**config.mk**
```make
export PLATFORM = sky130hd
export DESIGN_NAME = rvCore
export DESIGN_NICKNAME = d
export VERILOG_FILES = /design/src/hw/rvPkg.sv /design/src/hw/regFile.sv /design/src/hw/fetchStage.sv /design/src/hw/decodeStage.sv /design/src/hw/hazardUnit.sv /design/src/hw/executeStage.sv /design/src/hw/memAccessStage.sv /design/src/hw/rvCore.sv
export SDC_FILE = /design/constraint.sdc
export NUM_CORES = 2
export LEC_CHECK = 0
export BUFFER_PORTS_ARGS = -buffer_cell sky130_fd_sc_hd__buf_2
export CORE_ASPECT_RATIO = 2
export CORE_MARGIN = 2
export CORE_UTILIZATION = 45
export DETAILED_ROUTE_END_ITERATION = 8
export GPL_TIMING_DRIVEN = 0
export SLEW_MARGIN = 20
export SYNTH_ARGS = -nofsm -noshare
export SYNTH_HDL_FRONTEND = slang
export SYNTH_SLANG_ARGS = --single-unit
```
**constraint.sdc**
```tcl
create_clock -name clk -period 13.9 [get_ports clk]
set_input_delay 1.39 -clock clk [delete_from_list [all_inputs] [get_ports clk]]
set_output_delay 1.39 -clock clk [all_outputs]
set_load 0.02 [all_outputs]
```
**src/hw/rvPkg.sv**
```systemverilog
package rvPkg;

   localparam int XLen        = 32;
   localparam int RegAddrBits = 5;

   typedef logic [XLen-1:0]        wordT;
   typedef logic [RegAddrBits-1:0] regAddrT;

   localparam wordT ResetPc = '0;

   // RV32I major opcodes kept by this core
   typedef enum logic [6:0] {
      opCompute    = 7'b0110011,
      opComputeImm = 7'b0010011,
      opBranch     = 7'b1100011,
      opLoad       = 7'b0000011,
      opStore      = 7'b0100011,
      opJal        = 7'b1101111,
      opJalr       = 7'b1100111,
      opLui        = 7'b0110111,
      opAuipc      = 7'b0010111
   } opcodeE;

   typedef enum logic [2:0] {immI, immS, immB, immU, immJ} immSelE;

   typedef enum logic [1:0] {resAlu, resPc4, resImm} execResultE;

   typedef struct packed {
      logic valid;
      logic halt;
      wordT pc;
      wordT instr;
   } ifIdT;

   typedef struct packed {
      logic       valid;
      logic       halt;
      wordT       pc;
      wordT       rs1Data;
      wordT       rs2Data;
      wordT       imm;
      regAddrT    rd;
      logic       regWrite;
      logic       memRead;
      logic       memWrite;
      logic       isBranch;
      logic       isJump;
      logic       aSelPc;
      logic       bSelImm;
      execResultE execResult;
      logic [2:0] funct3;
      logic       altFunct;   // Bit 30, sub and sra
      logic       isCompute;
   } idExT;

   typedef struct packed {
      logic    valid;
      logic    halt;
      wordT    result;
      wordT    storeData;
      regAddrT rd;
      logic    regWrite;
      logic    memRead;
      logic    memWrite;
   } exMemT;

   typedef struct packed {
      logic    valid;
      regAddrT rd;
      logic    regWrite;
      wordT    wbData;
   } memWbT;

   typedef struct packed {
      logic taken;
      wordT target;
   } redirectT;

endpackage

```
**src/hw/regFile.sv**
```systemverilog
`timescale 1ns/1ps
module regFile import rvPkg::*; (
   input  logic    clk,
   input  regAddrT raddr1,
   input  regAddrT raddr2,
   output wordT    rdata1,
   output wordT    rdata2,
   input  regAddrT waddr,
   input  wordT    wdata,
   input  logic    wen
);
   wordT regs [32];

   always_ff @(posedge clk) begin
      if (wen && waddr != '0) begin
         regs[waddr] <= wdata;
      end
   end

   assign rdata1 = (raddr1 == '0) ? '0 : regs[raddr1];
   assign rdata2 = (raddr2 == '0) ? '0 : regs[raddr2];

   assert property (@(posedge clk) (raddr2 == '0) |-> (rdata2 == '0));

endmodule

```
**src/hw/fetchStage.sv**
```systemverilog
`timescale 1ns/1ps
module fetchStage import rvPkg::*; (
   input  logic     clk,
   input  logic     rstN,
   input  logic     stall,
   input  redirectT redirect,
   input  logic     halt,
   output wordT     imemAddr,
   input  wordT     imemData,
   output ifIdT     ifId
);
   wordT pc;
   wordT pcNext;
   logic misaligned;

   assign imemAddr   = pc;
   assign misaligned = pc[1:0] != 2'b00;

   always_comb begin
      if (redirect.taken) begin
         pcNext = redirect.target;
      end else if (stall || halt) begin
         pcNext = pc;
      end else begin
         pcNext = pc + 32'd4;
      end
   end

   always_ff @(posedge clk) begin
      if (!rstN) begin
         pc <= ResetPc;
      end else begin
         pc <= pcNext;
      end
   end

   always_ff @(posedge clk) begin
      if (!rstN || redirect.taken) begin
         ifId.valid <= 1'b0;
         ifId.halt  <= 1'b0;
      end else if (!stall) begin
         ifId.valid <= !halt;        // No new work once halted
         ifId.halt  <= misaligned;
         ifId.pc    <= pc;
         ifId.instr <= imemData;
      end
   end

endmodule

```
**src/hw/decodeStage.sv**
```systemverilog
`timescale 1ns/1ps
module decodeStage import rvPkg::*; (
   input  logic     clk,
   input  logic     rstN,
   input  logic     stall,
   input  redirectT redirect,
   input  ifIdT     ifId,
   input  memWbT    memWb,
   output idExT     idEx
);
   wordT    instr;
   opcodeE  opcode;
   regAddrT rs1;
   regAddrT rs2;
   wordT    rfData1;
   wordT    rfData2;
   logic    wbWrite;
   immSelE  immSel;
   logic    unknownOp;
   idExT    idNext;

   assign instr   = ifId.instr;
   assign opcode  = opcodeE'(instr[6:0]);
   assign rs1     = instr[19:15];
   assign rs2     = instr[24:20];
   assign wbWrite = memWb.valid && memWb.regWrite && memWb.rd != '0;

   regFile regs0 (
      .clk,
      .raddr1(rs1),
      .raddr2(rs2),
      .rdata1(rfData1),
      .rdata2(rfData2),
      .waddr(memWb.rd),
      .wdata(memWb.wbData),
      .wen(wbWrite)
   );

   always_comb begin
      idNext    = '0;
      immSel    = immI;
      unknownOp = 1'b0;
      case (opcode)
         opCompute: begin
            idNext.regWrite  = 1'b1;
            idNext.isCompute = 1'b1;
         end
         opComputeImm: begin
            idNext.regWrite  = 1'b1;
            idNext.isCompute = 1'b1;
            idNext.bSelImm   = 1'b1;
         end
         opBranch: begin
            immSel          = immB;
            idNext.isBranch = 1'b1;
            idNext.aSelPc   = 1'b1;
            idNext.bSelImm  = 1'b1;
         end
         opLoad: begin
            idNext.regWrite = 1'b1;
            idNext.memRead  = 1'b1;
            idNext.bSelImm  = 1'b1;
         end
         opStore: begin
            immSel          = immS;
            idNext.memWrite = 1'b1;
            idNext.bSelImm  = 1'b1;
         end
         opJal: begin
            immSel            = immJ;
            idNext.regWrite   = 1'b1;
            idNext.isJump     = 1'b1;
            idNext.aSelPc     = 1'b1;
            idNext.bSelImm    = 1'b1;
            idNext.execResult = resPc4;
         end
         opJalr: begin
            idNext.regWrite   = 1'b1;
            idNext.isJump     = 1'b1;
            idNext.bSelImm    = 1'b1;
            idNext.execResult = resPc4;
         end
         opLui: begin
            immSel            = immU;
            idNext.regWrite   = 1'b1;
            idNext.bSelImm    = 1'b1;
            idNext.execResult = resImm;
         end
         opAuipc: begin
            immSel          = immU;
            idNext.regWrite = 1'b1;
            idNext.aSelPc   = 1'b1;
            idNext.bSelImm  = 1'b1;
         end
         default: unknownOp = 1'b1;
      endcase

      case (immSel)
         immS:    idNext.imm = {{20{instr[31]}}, instr[31:25], instr[11:7]};
         immB:    idNext.imm = {{19{instr[31]}}, instr[31], instr[7], instr[30:25],
                                instr[11:8], 1'b0};
         immU:    idNext.imm = {instr[31:12], 12'b0};
         immJ:    idNext.imm = {{11{instr[31]}}, instr[31], instr[19:12], instr[20],
                                instr[30:21], 1'b0};
         default: idNext.imm = {{20{instr[31]}}, instr[31:20]};
      endcase

      idNext.valid   = ifId.valid;
      idNext.halt    = ifId.valid && (ifId.halt || unknownOp);
      idNext.pc      = ifId.pc;
      // Same-cycle writeback wins over the array
      idNext.rs1Data = (wbWrite && memWb.rd == rs1) ? memWb.wbData : rfData1;
      idNext.rs2Data = (wbWrite && memWb.rd == rs2) ? memWb.wbData : rfData2;
      idNext.rd      = instr[11:7];
      idNext.funct3  = instr[14:12];
      // Bit 30 is immediate data for addi
      idNext.altFunct = instr[30] && (opcode == opCompute || instr[14:12] == 3'b101);
   end

   always_ff @(posedge clk) begin
      if (!rstN || stall || redirect.taken) begin
         idEx.valid <= 1'b0;
         idEx.halt  <= 1'b0;
      end else begin
         idEx <= idNext;
      end
   end

endmodule

```
**src/hw/hazardUnit.sv**
```systemverilog
`timescale 1ns/1ps
module hazardUnit import rvPkg::*; (
   input  ifIdT  ifId,
   input  idExT  idEx,
   input  exMemT exMem,
   output logic  stall
);
   regAddrT rs1;
   regAddrT rs2;
   logic    exWrites;
   logic    memWrites;
   logic    exHit;
   logic    memHit;

   // Unused source fields may stall needlessly
   assign rs1 = ifId.instr[19:15];
   assign rs2 = ifId.instr[24:20];

   assign exWrites  = idEx.valid && idEx.regWrite && idEx.rd != '0;
   assign memWrites = exMem.valid && exMem.regWrite && exMem.rd != '0;
   assign exHit     = exWrites && (idEx.rd == rs1 || idEx.rd == rs2);
   assign memHit    = memWrites && (exMem.rd == rs1 || exMem.rd == rs2);
   assign stall     = ifId.valid && (exHit || memHit);

endmodule

```
**src/hw/executeStage.sv**
```systemverilog
`timescale 1ns/1ps
module executeStage import rvPkg::*; (
   input  logic     clk,
   input  logic     rstN,
   input  idExT     idEx,
   output redirectT redirect,
   output exMemT    exMem
);
   wordT opA;
   wordT opB;
   wordT aluOut;
   wordT result;
   logic condTrue;
   logic badCond;

   assign opA = idEx.aSelPc ? idEx.pc : idEx.rs1Data;
   assign opB = idEx.bSelImm ? idEx.imm : idEx.rs2Data;

   always_comb begin
      aluOut = opA + opB;   // Address and link math
      if (idEx.isCompute) begin
         case (idEx.funct3)
            3'b000:  aluOut = idEx.altFunct ? opA - opB : opA + opB;
            3'b001:  aluOut = opA << opB[4:0];
            3'b010:  aluOut = {{(XLen-1){1'b0}}, $signed(opA) < $signed(opB)};
            3'b011:  aluOut = {{(XLen-1){1'b0}}, opA < opB};
            3'b100:  aluOut = opA ^ opB;
            3'b101: begin
               if (idEx.altFunct) begin
                  aluOut = $signed(opA) >>> opB[4:0];
               end else begin
                  aluOut = opA >> opB[4:0];
               end
            end
            3'b110:  aluOut = opA | opB;
            default: aluOut = opA & opB;
         endcase
      end
   end

   // Branch compare on register values
   always_comb begin
      badCond = 1'b0;
      case (idEx.funct3)
         3'b000:  condTrue = idEx.rs1Data == idEx.rs2Data;
         3'b001:  condTrue = idEx.rs1Data != idEx.rs2Data;
         3'b100:  condTrue = $signed(idEx.rs1Data) < $signed(idEx.rs2Data);
         3'b101:  condTrue = $signed(idEx.rs1Data) >= $signed(idEx.rs2Data);
         3'b110:  condTrue = idEx.rs1Data < idEx.rs2Data;
         3'b111:  condTrue = idEx.rs1Data >= idEx.rs2Data;
         default: begin
            condTrue = 1'b0;
            badCond  = 1'b1;
         end
      endcase
   end

   assign redirect = '{taken: idEx.valid && (idEx.isJump || (idEx.isBranch && condTrue)),
                       target: aluOut};

   always_comb begin
      case (idEx.execResult)
         resPc4:  result = idEx.pc + 32'd4;
         resImm:  result = idEx.imm;
         default: result = aluOut;
      endcase
   end

   always_ff @(posedge clk) begin
      if (!rstN) begin
         exMem.valid <= 1'b0;
         exMem.halt  <= 1'b0;
      end else begin
         exMem.valid     <= idEx.valid;
         exMem.halt      <= idEx.valid && (idEx.halt || (idEx.isBranch && badCond));
         exMem.result    <= result;
         exMem.storeData <= idEx.rs2Data;
         exMem.rd        <= idEx.rd;
         exMem.regWrite  <= idEx.regWrite;
         exMem.memRead   <= idEx.memRead;
         exMem.memWrite  <= idEx.memWrite;
      end
   end

   // A redirect comes from a real instruction, and the slot behind it is squashed
   assert property (@(posedge clk) disable iff (!rstN)
      redirect.taken |-> idEx.valid ##1 !idEx.valid);

endmodule

```
**src/hw/memAccessStage.sv**
```systemverilog
`timescale 1ns/1ps
module memAccessStage import rvPkg::*; (
   input  logic  clk,
   input  logic  rstN,
   input  exMemT exMem,
   output wordT  dmemAddr,
   output wordT  dmemWrData,
   output logic  dmemWrEn,
   input  wordT  dmemRdData,
   output memWbT memWb,
   output logic  halt
);
   logic misaligned;
   logic flagged;

   assign misaligned = (exMem.memRead || exMem.memWrite) && exMem.result[1:0] != 2'b00;
   assign flagged    = exMem.valid && (exMem.halt || misaligned);

   assign dmemAddr   = exMem.result;
   assign dmemWrData = exMem.storeData;
   assign dmemWrEn   = exMem.valid && exMem.memWrite && !flagged && !halt;

   // Sticky until reset
   always_ff @(posedge clk) begin
      if (!rstN) begin
         halt <= 1'b0;
      end else if (flagged) begin
         halt <= 1'b1;
      end
   end

   always_ff @(posedge clk) begin
      if (!rstN) begin
         memWb.valid    <= 1'b0;
         memWb.regWrite <= 1'b0;
      end else begin
         memWb.valid    <= exMem.valid;
         memWb.regWrite <= exMem.valid && exMem.regWrite && !flagged && !halt;
         memWb.rd       <= exMem.rd;
         memWb.wbData   <= exMem.memRead ? dmemRdData : exMem.result;
      end
   end

   assert property (@(posedge clk) disable iff (!rstN) dmemWrEn |-> dmemAddr[1:0] == 2'b00);

endmodule

```
**src/hw/rvCore.sv**
```systemverilog
`timescale 1ns/1ps
module rvCore import rvPkg::*; (
   input  logic clk,
   input  logic rstN,
   output wordT imemAddr,
   input  wordT imemData,
   output wordT dmemAddr,
   output wordT dmemWrData,
   output logic dmemWrEn,
   input  wordT dmemRdData,
   output logic halt
);
   ifIdT     ifId;
   idExT     idEx;
   exMemT    exMem;
   memWbT    memWb;
   redirectT redirect;
   logic     stall;

   fetchStage fetch0 (
      .clk, .rstN, .stall, .redirect, .halt, .imemAddr, .imemData, .ifId
   );

   decodeStage decode0 (
      .clk, .rstN, .stall, .redirect, .ifId, .memWb, .idEx
   );

   executeStage execute0 (
      .clk, .rstN, .idEx, .redirect, .exMem
   );

   memAccessStage memAccess0 (
      .clk, .rstN, .exMem, .dmemAddr, .dmemWrData, .dmemWrEn, .dmemRdData, .memWb, .halt
   );

   hazardUnit hazard0 (
      .ifId, .idEx, .exMem, .stall
   );

endmodule

```
### After elaboration in Yosys (flattened, before gate mapping)

Memory sizes are Yosys's and may differ from the RTL's. A register that Yosys moved wholly into a read port is not among the register bits.
Cells that the tools add are included.

* flip-flop bits (word level): 361
* bits in latches: 0
* bits in writable memories: 1024
* bits in read-only memories: 0
* bits of input ports: 66
* output and inout port bits: 98
* word-level logic and storage cells: 177
* memories kept: 1

* add/sub/neg operators: 4
* $mul: 0
* div/mod/pow operators: 0
* order comparisons: 6
* equality and inequality tests: 32
* shift-type cells: 3
* multiplexer cells: 32
* bitwise gates (word level): 5
* reductions and logical operators: 58

Memories
* decode0.regs0.regs: words 32, width 32, read ports 2, clocked after memory_dff 2, wr ports 1, line regFile.sv:12 `wordT regs [32];`

Operators with widths (count)
* 32-bit two-way mux: 12
* 32-bit one-hot mux with 7 select lines: 1
* 32-bit < comparator: 4
* 31-bit one-hot mux with 4 select lines: 1
* 32-bit by 3-bit adder with 32-bit output, second input constant: 2
* 32-bit greater-or-equal comparator: 2
* 32-bit one-hot mux with 2 select lines: 1
* 32-bit adder: 1
* 32-bit bitwise AND: 1
* 32-bit == test: 1
* 32-bit inequality test: 1
* 32-bit OR: 1
* 32-bit by 5-bit << shifter with 32-bit output: 1
* 32-bit by 5-bit >> shifter with 32-bit output: 1
* 32-bit by 5-bit >>> shifter with 32-bit output: 1
* 32-bit subtractor: 1
* 32-bit bitwise XOR: 1
* 5-bit == test: 6
* 1-bit logical AND: 25
* 7-bit by 6-bit == test with 1-bit output, second input constant: 3
* 7-bit == test, second input constant: 3
* 3-bit == test, second input constant: 6
* 5-bit nonzero test: 3
* 7-bit by 5-bit == test with 1-bit output, second input constant: 2
* 24 further kinds: 59

### Longest topological paths before layout

* word-level depth: 9
* gate-level depth with buffers: 19
* mapped depth without buffers: 15

### Modules after synthesis

From an unflattened synthesis, not the netlist that was laid out.

* cells, all modules: 5335
* area total of the unflattened synthesis: 74884.3 um^2

By module, submodules not included
* regFile: times used 1, cells an instance 2564, area an instance 47904.7 um^2
* executeStage: times used 1, cells an instance 1954, area an instance 14346.3 um^2
* decodeStage: times used 1, cells an instance 321, area an instance 6178.4 um^2
* fetchStage: times used 1, cells an instance 313, area an instance 3947.5 um^2
* memAccessStage: times used 1, cells an instance 148, area an instance 2243.4 um^2
* hazardUnit: times used 1, cells an instance 35, area an instance 264.0 um^2

### Worst setup path before layout

Ideal clock, no wire load.

* path type: register to register
* start point: register decode0.idEx[98] (netlist name)
* end point: register decode0.idEx[0] (netlist name)
* library setup time: 0.671 ns
* data arrival time: 8.809 ns
* path slack: 4.419 ns
* cell stages (with the launch flop): 11
* cells stage by stage: edfxtp_1 -> ha_1 -> nand4_1 -> nor4_1 -> a21bo_2 -> a31oi_1 -> mux2i_1 -> or4_1 -> o311ai_1 -> o21ai_2 -> nor2b_1

* word-level cells in the longest chain between the ends: 6
* elaborated cells between the ends (all ways): 11
* those cells by class: order compare: 4; eq/ne: 2; mux: 1; reduce/logical: 4

RTL lines
* 32-bit greater-or-equal comparator (tied with other cells): line executeStage.sv:50 `3'b111: condTrue = idEx.rs1Data >= idEx.rs2Data;`
* 1-bit one-hot mux with 6 select lines (*): line executeStage.sv:44 `case (idEx.funct3)`
* 1-bit logical AND (*): line executeStage.sv:58 `assign redirect = '{taken: idEx.valid && (idEx.isJump || (idEx.isBranch && condTrue)),`
* 1-bit logical OR (*): line executeStage.sv:58
* 1-bit logical AND (*): line executeStage.sv:58
* 1-bit logical OR (*): line decodeStage.sv:121 `if (!rstN || stall || redirect.taken) begin`

Every way passes the cells marked *; elsewhere a longest branch is shown, timed or not.
A chain may end at the register's enable or synchronous reset.

### Final worst setup path

* start point: register decode0.idEx[7] (netlist name)
* end point: register execute0.exMem[71] (netlist name)

* word-level cells in the longest chain between the ends: 6
* elaborated cells between the ends (all ways): 14
* those cells by class: add/sub: 2; shift: 3; mux: 6; bitwise: 3

RTL lines
* 32-bit two-way mux (*): line executeStage.sv:17 `assign opB = idEx.bSelImm ? idEx.imm : idEx.rs2Data;`
* 32-bit adder (tied with other cells): line executeStage.sv:20, executeStage.sv:23
* 32-bit two-way mux (on tied branches): line executeStage.sv:23, executeStage.sv:29
* 32-bit one-hot mux with 7 select lines: line executeStage.sv:22 `case (idEx.funct3)`
* 32-bit two-way mux (*): line executeStage.sv:21 `if (idEx.isCompute) begin`
* 32-bit one-hot mux with 2 select lines (*): line executeStage.sv:62 `case (idEx.execResult)`
* net execute0.result[31]: line executeStage.sv:12 `wordT result;`

The timed path passes the listed nets; every way through them passes the cells marked *.

==> impl_metrics.ini <==
[sta]
layout_min_cycle_time_ns = 8.60
tightestPinTransition_ns = 1.36
hold_viol_final = 0
tns_ns = 0
finalCritPeriodShare_pct = 61.8
rsz0062_at_grt = no
setup_viol = 0
slew-limit-headroom_pct = 8.04
slew_violations = 0
fmax_mhz = 116
fin_skew_ns = 0.0658

[routing]
wl_per_cell_um = 47.6
drc = 0
drt_iter0_markers = 5874
firstDrtPassIters = 6
drtAntennaViolNets = 0
via_per_inst = 6.85
vias = 50000
routed_wl_um = 347000

[pwr]
cellLeakagePower_nw = 28.2
p_per_area_mw_per_mm2 = 143
max-vdd-ir-drop_uv = 143

[cts]
cts_buffers = 120
clk_latency_ns = 0.81
hold_buffers = 0
htreeDepth = 3
cts_max_path_buffers = 3
cts.clk_slew.worst_paths_ns = 0.07
cts_resized = 0
post-cts-setup-buffers = 0
clock-sinks = 1395
cts_tree = done
clock-root-buffer = clkbuf_16

[synthesis]
synth_edf_count = 1344
synth_cell_types = 85
synth_top_area_share_pct = 55.8
ys_warn_count = 0
ys_ff_latch = 1395
synth_area_mm2 = 0.0724
synth.avg_cell_area_um2 = 15.6
synth.top_cells.by_area = edfxtp_1 (56%), mux4_2 (20%), mux2i_1 (2.7%), ha_1 (2.3%), dfxtp_1 (1.4%)
synth_cells = 4634
yosys_most_used_dff = edfxtp_1
yosysTopAreaCell = edfxtp_1
yosysSeqAreaShare_pct = 57.2
synth-async-reset-ratio_pct = 0

[worst_setup_path]
start_kind = flop
r2r_cells = 20
crit_fanout = 11
criticalPathCategory = flop to flop
worst_path_max_delay_cell = a222oi_1
cp.depth = 20
crit_path_frequent_cell = clkbuf_1
path_cells = buf_6 > clkbuf_1 > mux2i_2 > buf_6 > clkbuf_1 > clkbuf_1 > clkbuf_1 > ha_1 > buf_2 > nor3_1 > o21ai_0 > a21oi_1 > o21ai_2 > buf_6 > o22ai_1 > a31oi_1 > a222oi_1 > a221oi_1 > o211ai_1 > a21oi_1
required_ns = 14.37
crit_path_end_kind = flop
crit_buf_inv = 8
cpPeakStageDelay_ns = 0.98
crit_family = buffers and inverters
cp.arrival_ns = 9.07

[final_layout]
drive_above_1_share_pct = 28.4
areaGrowthSynthToFinish_pct = 14.8
fin_area_mm2 = 0.0831
nNetsFinal = 5274

[global_routing]
track_usage_pct = 42.5
grt_antenna_before_repair = 31
grt_max_degree = 74
overflow = 0
grt_pass1_wl_um = 455000
first_global_vias = 50800

[floorplanning]
die_area_mm2 = 0.164
dieHeight_um = 571
coreArea_mm2 = 0.160
dieWidth_um = 288
ios = 164
start_util_pct = 45.2
rows = 208

[min_path]
min_path_type = flop to flop
min_path_cells = 0

[status]
status = finished clean

[placed_design]
io_buffers = 163
dp_hpwl_um = 269000
gp_congestion = 1.10
placed_area_mm2 = 0.0786

[flow_run]
cap_violations = 0
## cell usage in the layout, fill, tap and decap left out, types with 29 or more instances in the layout
cell type	count
mux2_2	43
o21ai_0	172
nor2b_1	30
xor2_1	57
buf_12	34
mux4_2	641
edfxtp_1	1344
nand3_1	72
dfxtp_1	51
ha_1	133
xnor2_1	76
mux2i_2	29
conb_1	32
o22ai_1	63
nor2_4	31
a221oi_1	42
mux2i_1	182
nand2_1	267
a21oi_1	183
buf_4	72
clkbuf_2	72
buf_8	31
o21a_1	34
clkbuf_1	185
inv_1	132
a21o_1	42
buf_2	222
clkbuf_16	121
nor3_1	45
a211oi_1	41
buf_16	43
nor2_1	161
## where the power goes
| part | internal, mW | leakage, nW | total, mW | switching [mW] |
|---|---|---|---|---|
| Clock | 1.90 | 1.95 | 3.56 | 1.66 |
| Combinational | 1.06 | 13.4 | 3.32 | 2.26 |
| Sequential | 4.82 | 12.8 | 5.00 | 0.178 |
## sequential cells by signal, summed over array words and instances, names as in the netlist, named ones only
name	count
memAccess0.halt	1
decode0.idEx	149
execute0.exMem	74
fetch0.ifId	66
decode0.regs0.regs	1024
fetch0.imemAddr	32
memAccess0.memWb	39
## cell type report
class	instances	area, µm²
clock inverters	88	956
well taps	2100	2630
multi-input cells	2739	29200
fillers	13200	77000
diodes	20	50.0
clock buffers	135	3080
inverters	139	522
flip-flops and latches	1395	41400
plain buffers	392	1950
repair buffers	286	3290
## synthesized netlist by cell type, types with 70 or more instances
cell type and instances:
nor2_1 197, mux2i_1 197, buf_4 70, inv_1 132, nand3_1 72, o21ai_0 176, nand2_1 267, buf_1 71
ha_1 133, xnor2_1 76, clkbuf_1 233, a21oi_1 184, mux4_2 641, edfxtp_1 1344
## logic make-up after synthesis
logic type,Yosys count,share of synthesized area (%)
and+or+nand+nor,740,4.64
xor gates and xnor gates,133,1.61
DFF,1395,57.2
muxes,907,23.8
adders and majority gates,135,2.36
other,1,0.00518
AOI/OAI and AO/OA,792,7.16
buffers and inverters,531,3.21
## final timing paths
kind | start | endpoint | slack (ns)
worst max-delay path | decode0.idEx[7] | execute0.exMem[71] | 5.30
worst min-delay path | fetch0.ifId[35] | decode0.idEx[118] | 0.42
worst max register to register | decode0.idEx[7] | execute0.exMem[71] | 5.30
worst min register to register | fetch0.ifId[35] | decode0.idEx[118] | 0.42
## through the flow
step	util (%)	std cells	setup WS, ns	total power [mW]	hold WS [ns]
floorplan	-	4665	4.42	6.73	0.400
global placement	47.4	6928	-3.03	8.21	0.401
detailed placement	49.1	7028	5.71	8.25	0.406
CTS	51.6	7251	5.61	11.7	0.423
global route	51.9	7280	5.35	12.1	0.428
finish	51.9	7294	5.30	11.9	0.422
## worst register-to-register path, stage by stage (launching register included)
cell	delay [ns]
edfxtp_1	0.36
buf_6	0.18
clkbuf_1	0.89
mux2i_2	0.33
buf_6	0.24
clkbuf_1	0.49
clkbuf_1	0.81
clkbuf_1	0.74
ha_1	0.38
buf_2	0.20
nor3_1	0.15
o21ai_0	0.27
a21oi_1	0.37
o21ai_2	0.14
buf_6	0.22
o22ai_1	0.52
a31oi_1	0.30
a222oi_1	0.98
a221oi_1	0.19
o211ai_1	0.38
a21oi_1	0.15
## per-layer routing
| metal | share of wire [%] | wire [µm] | vias up | track usage [%] |
|---|---|---|---|---|
| met5 | 0.028 | 97 | - | 0 |
| met4 | 13 | 45000 | 14 | 44.2 |
| met2 | 51 | 177000 | 3230 | 73.7 |
| met3 | 7.1 | 24600 | 1304 | 9.05 |
| li1 | - | - | 19600 | - |
| met1 | 29 | 99900 | 25800 | 39.9 |
(Power assumes the default switching activity.)
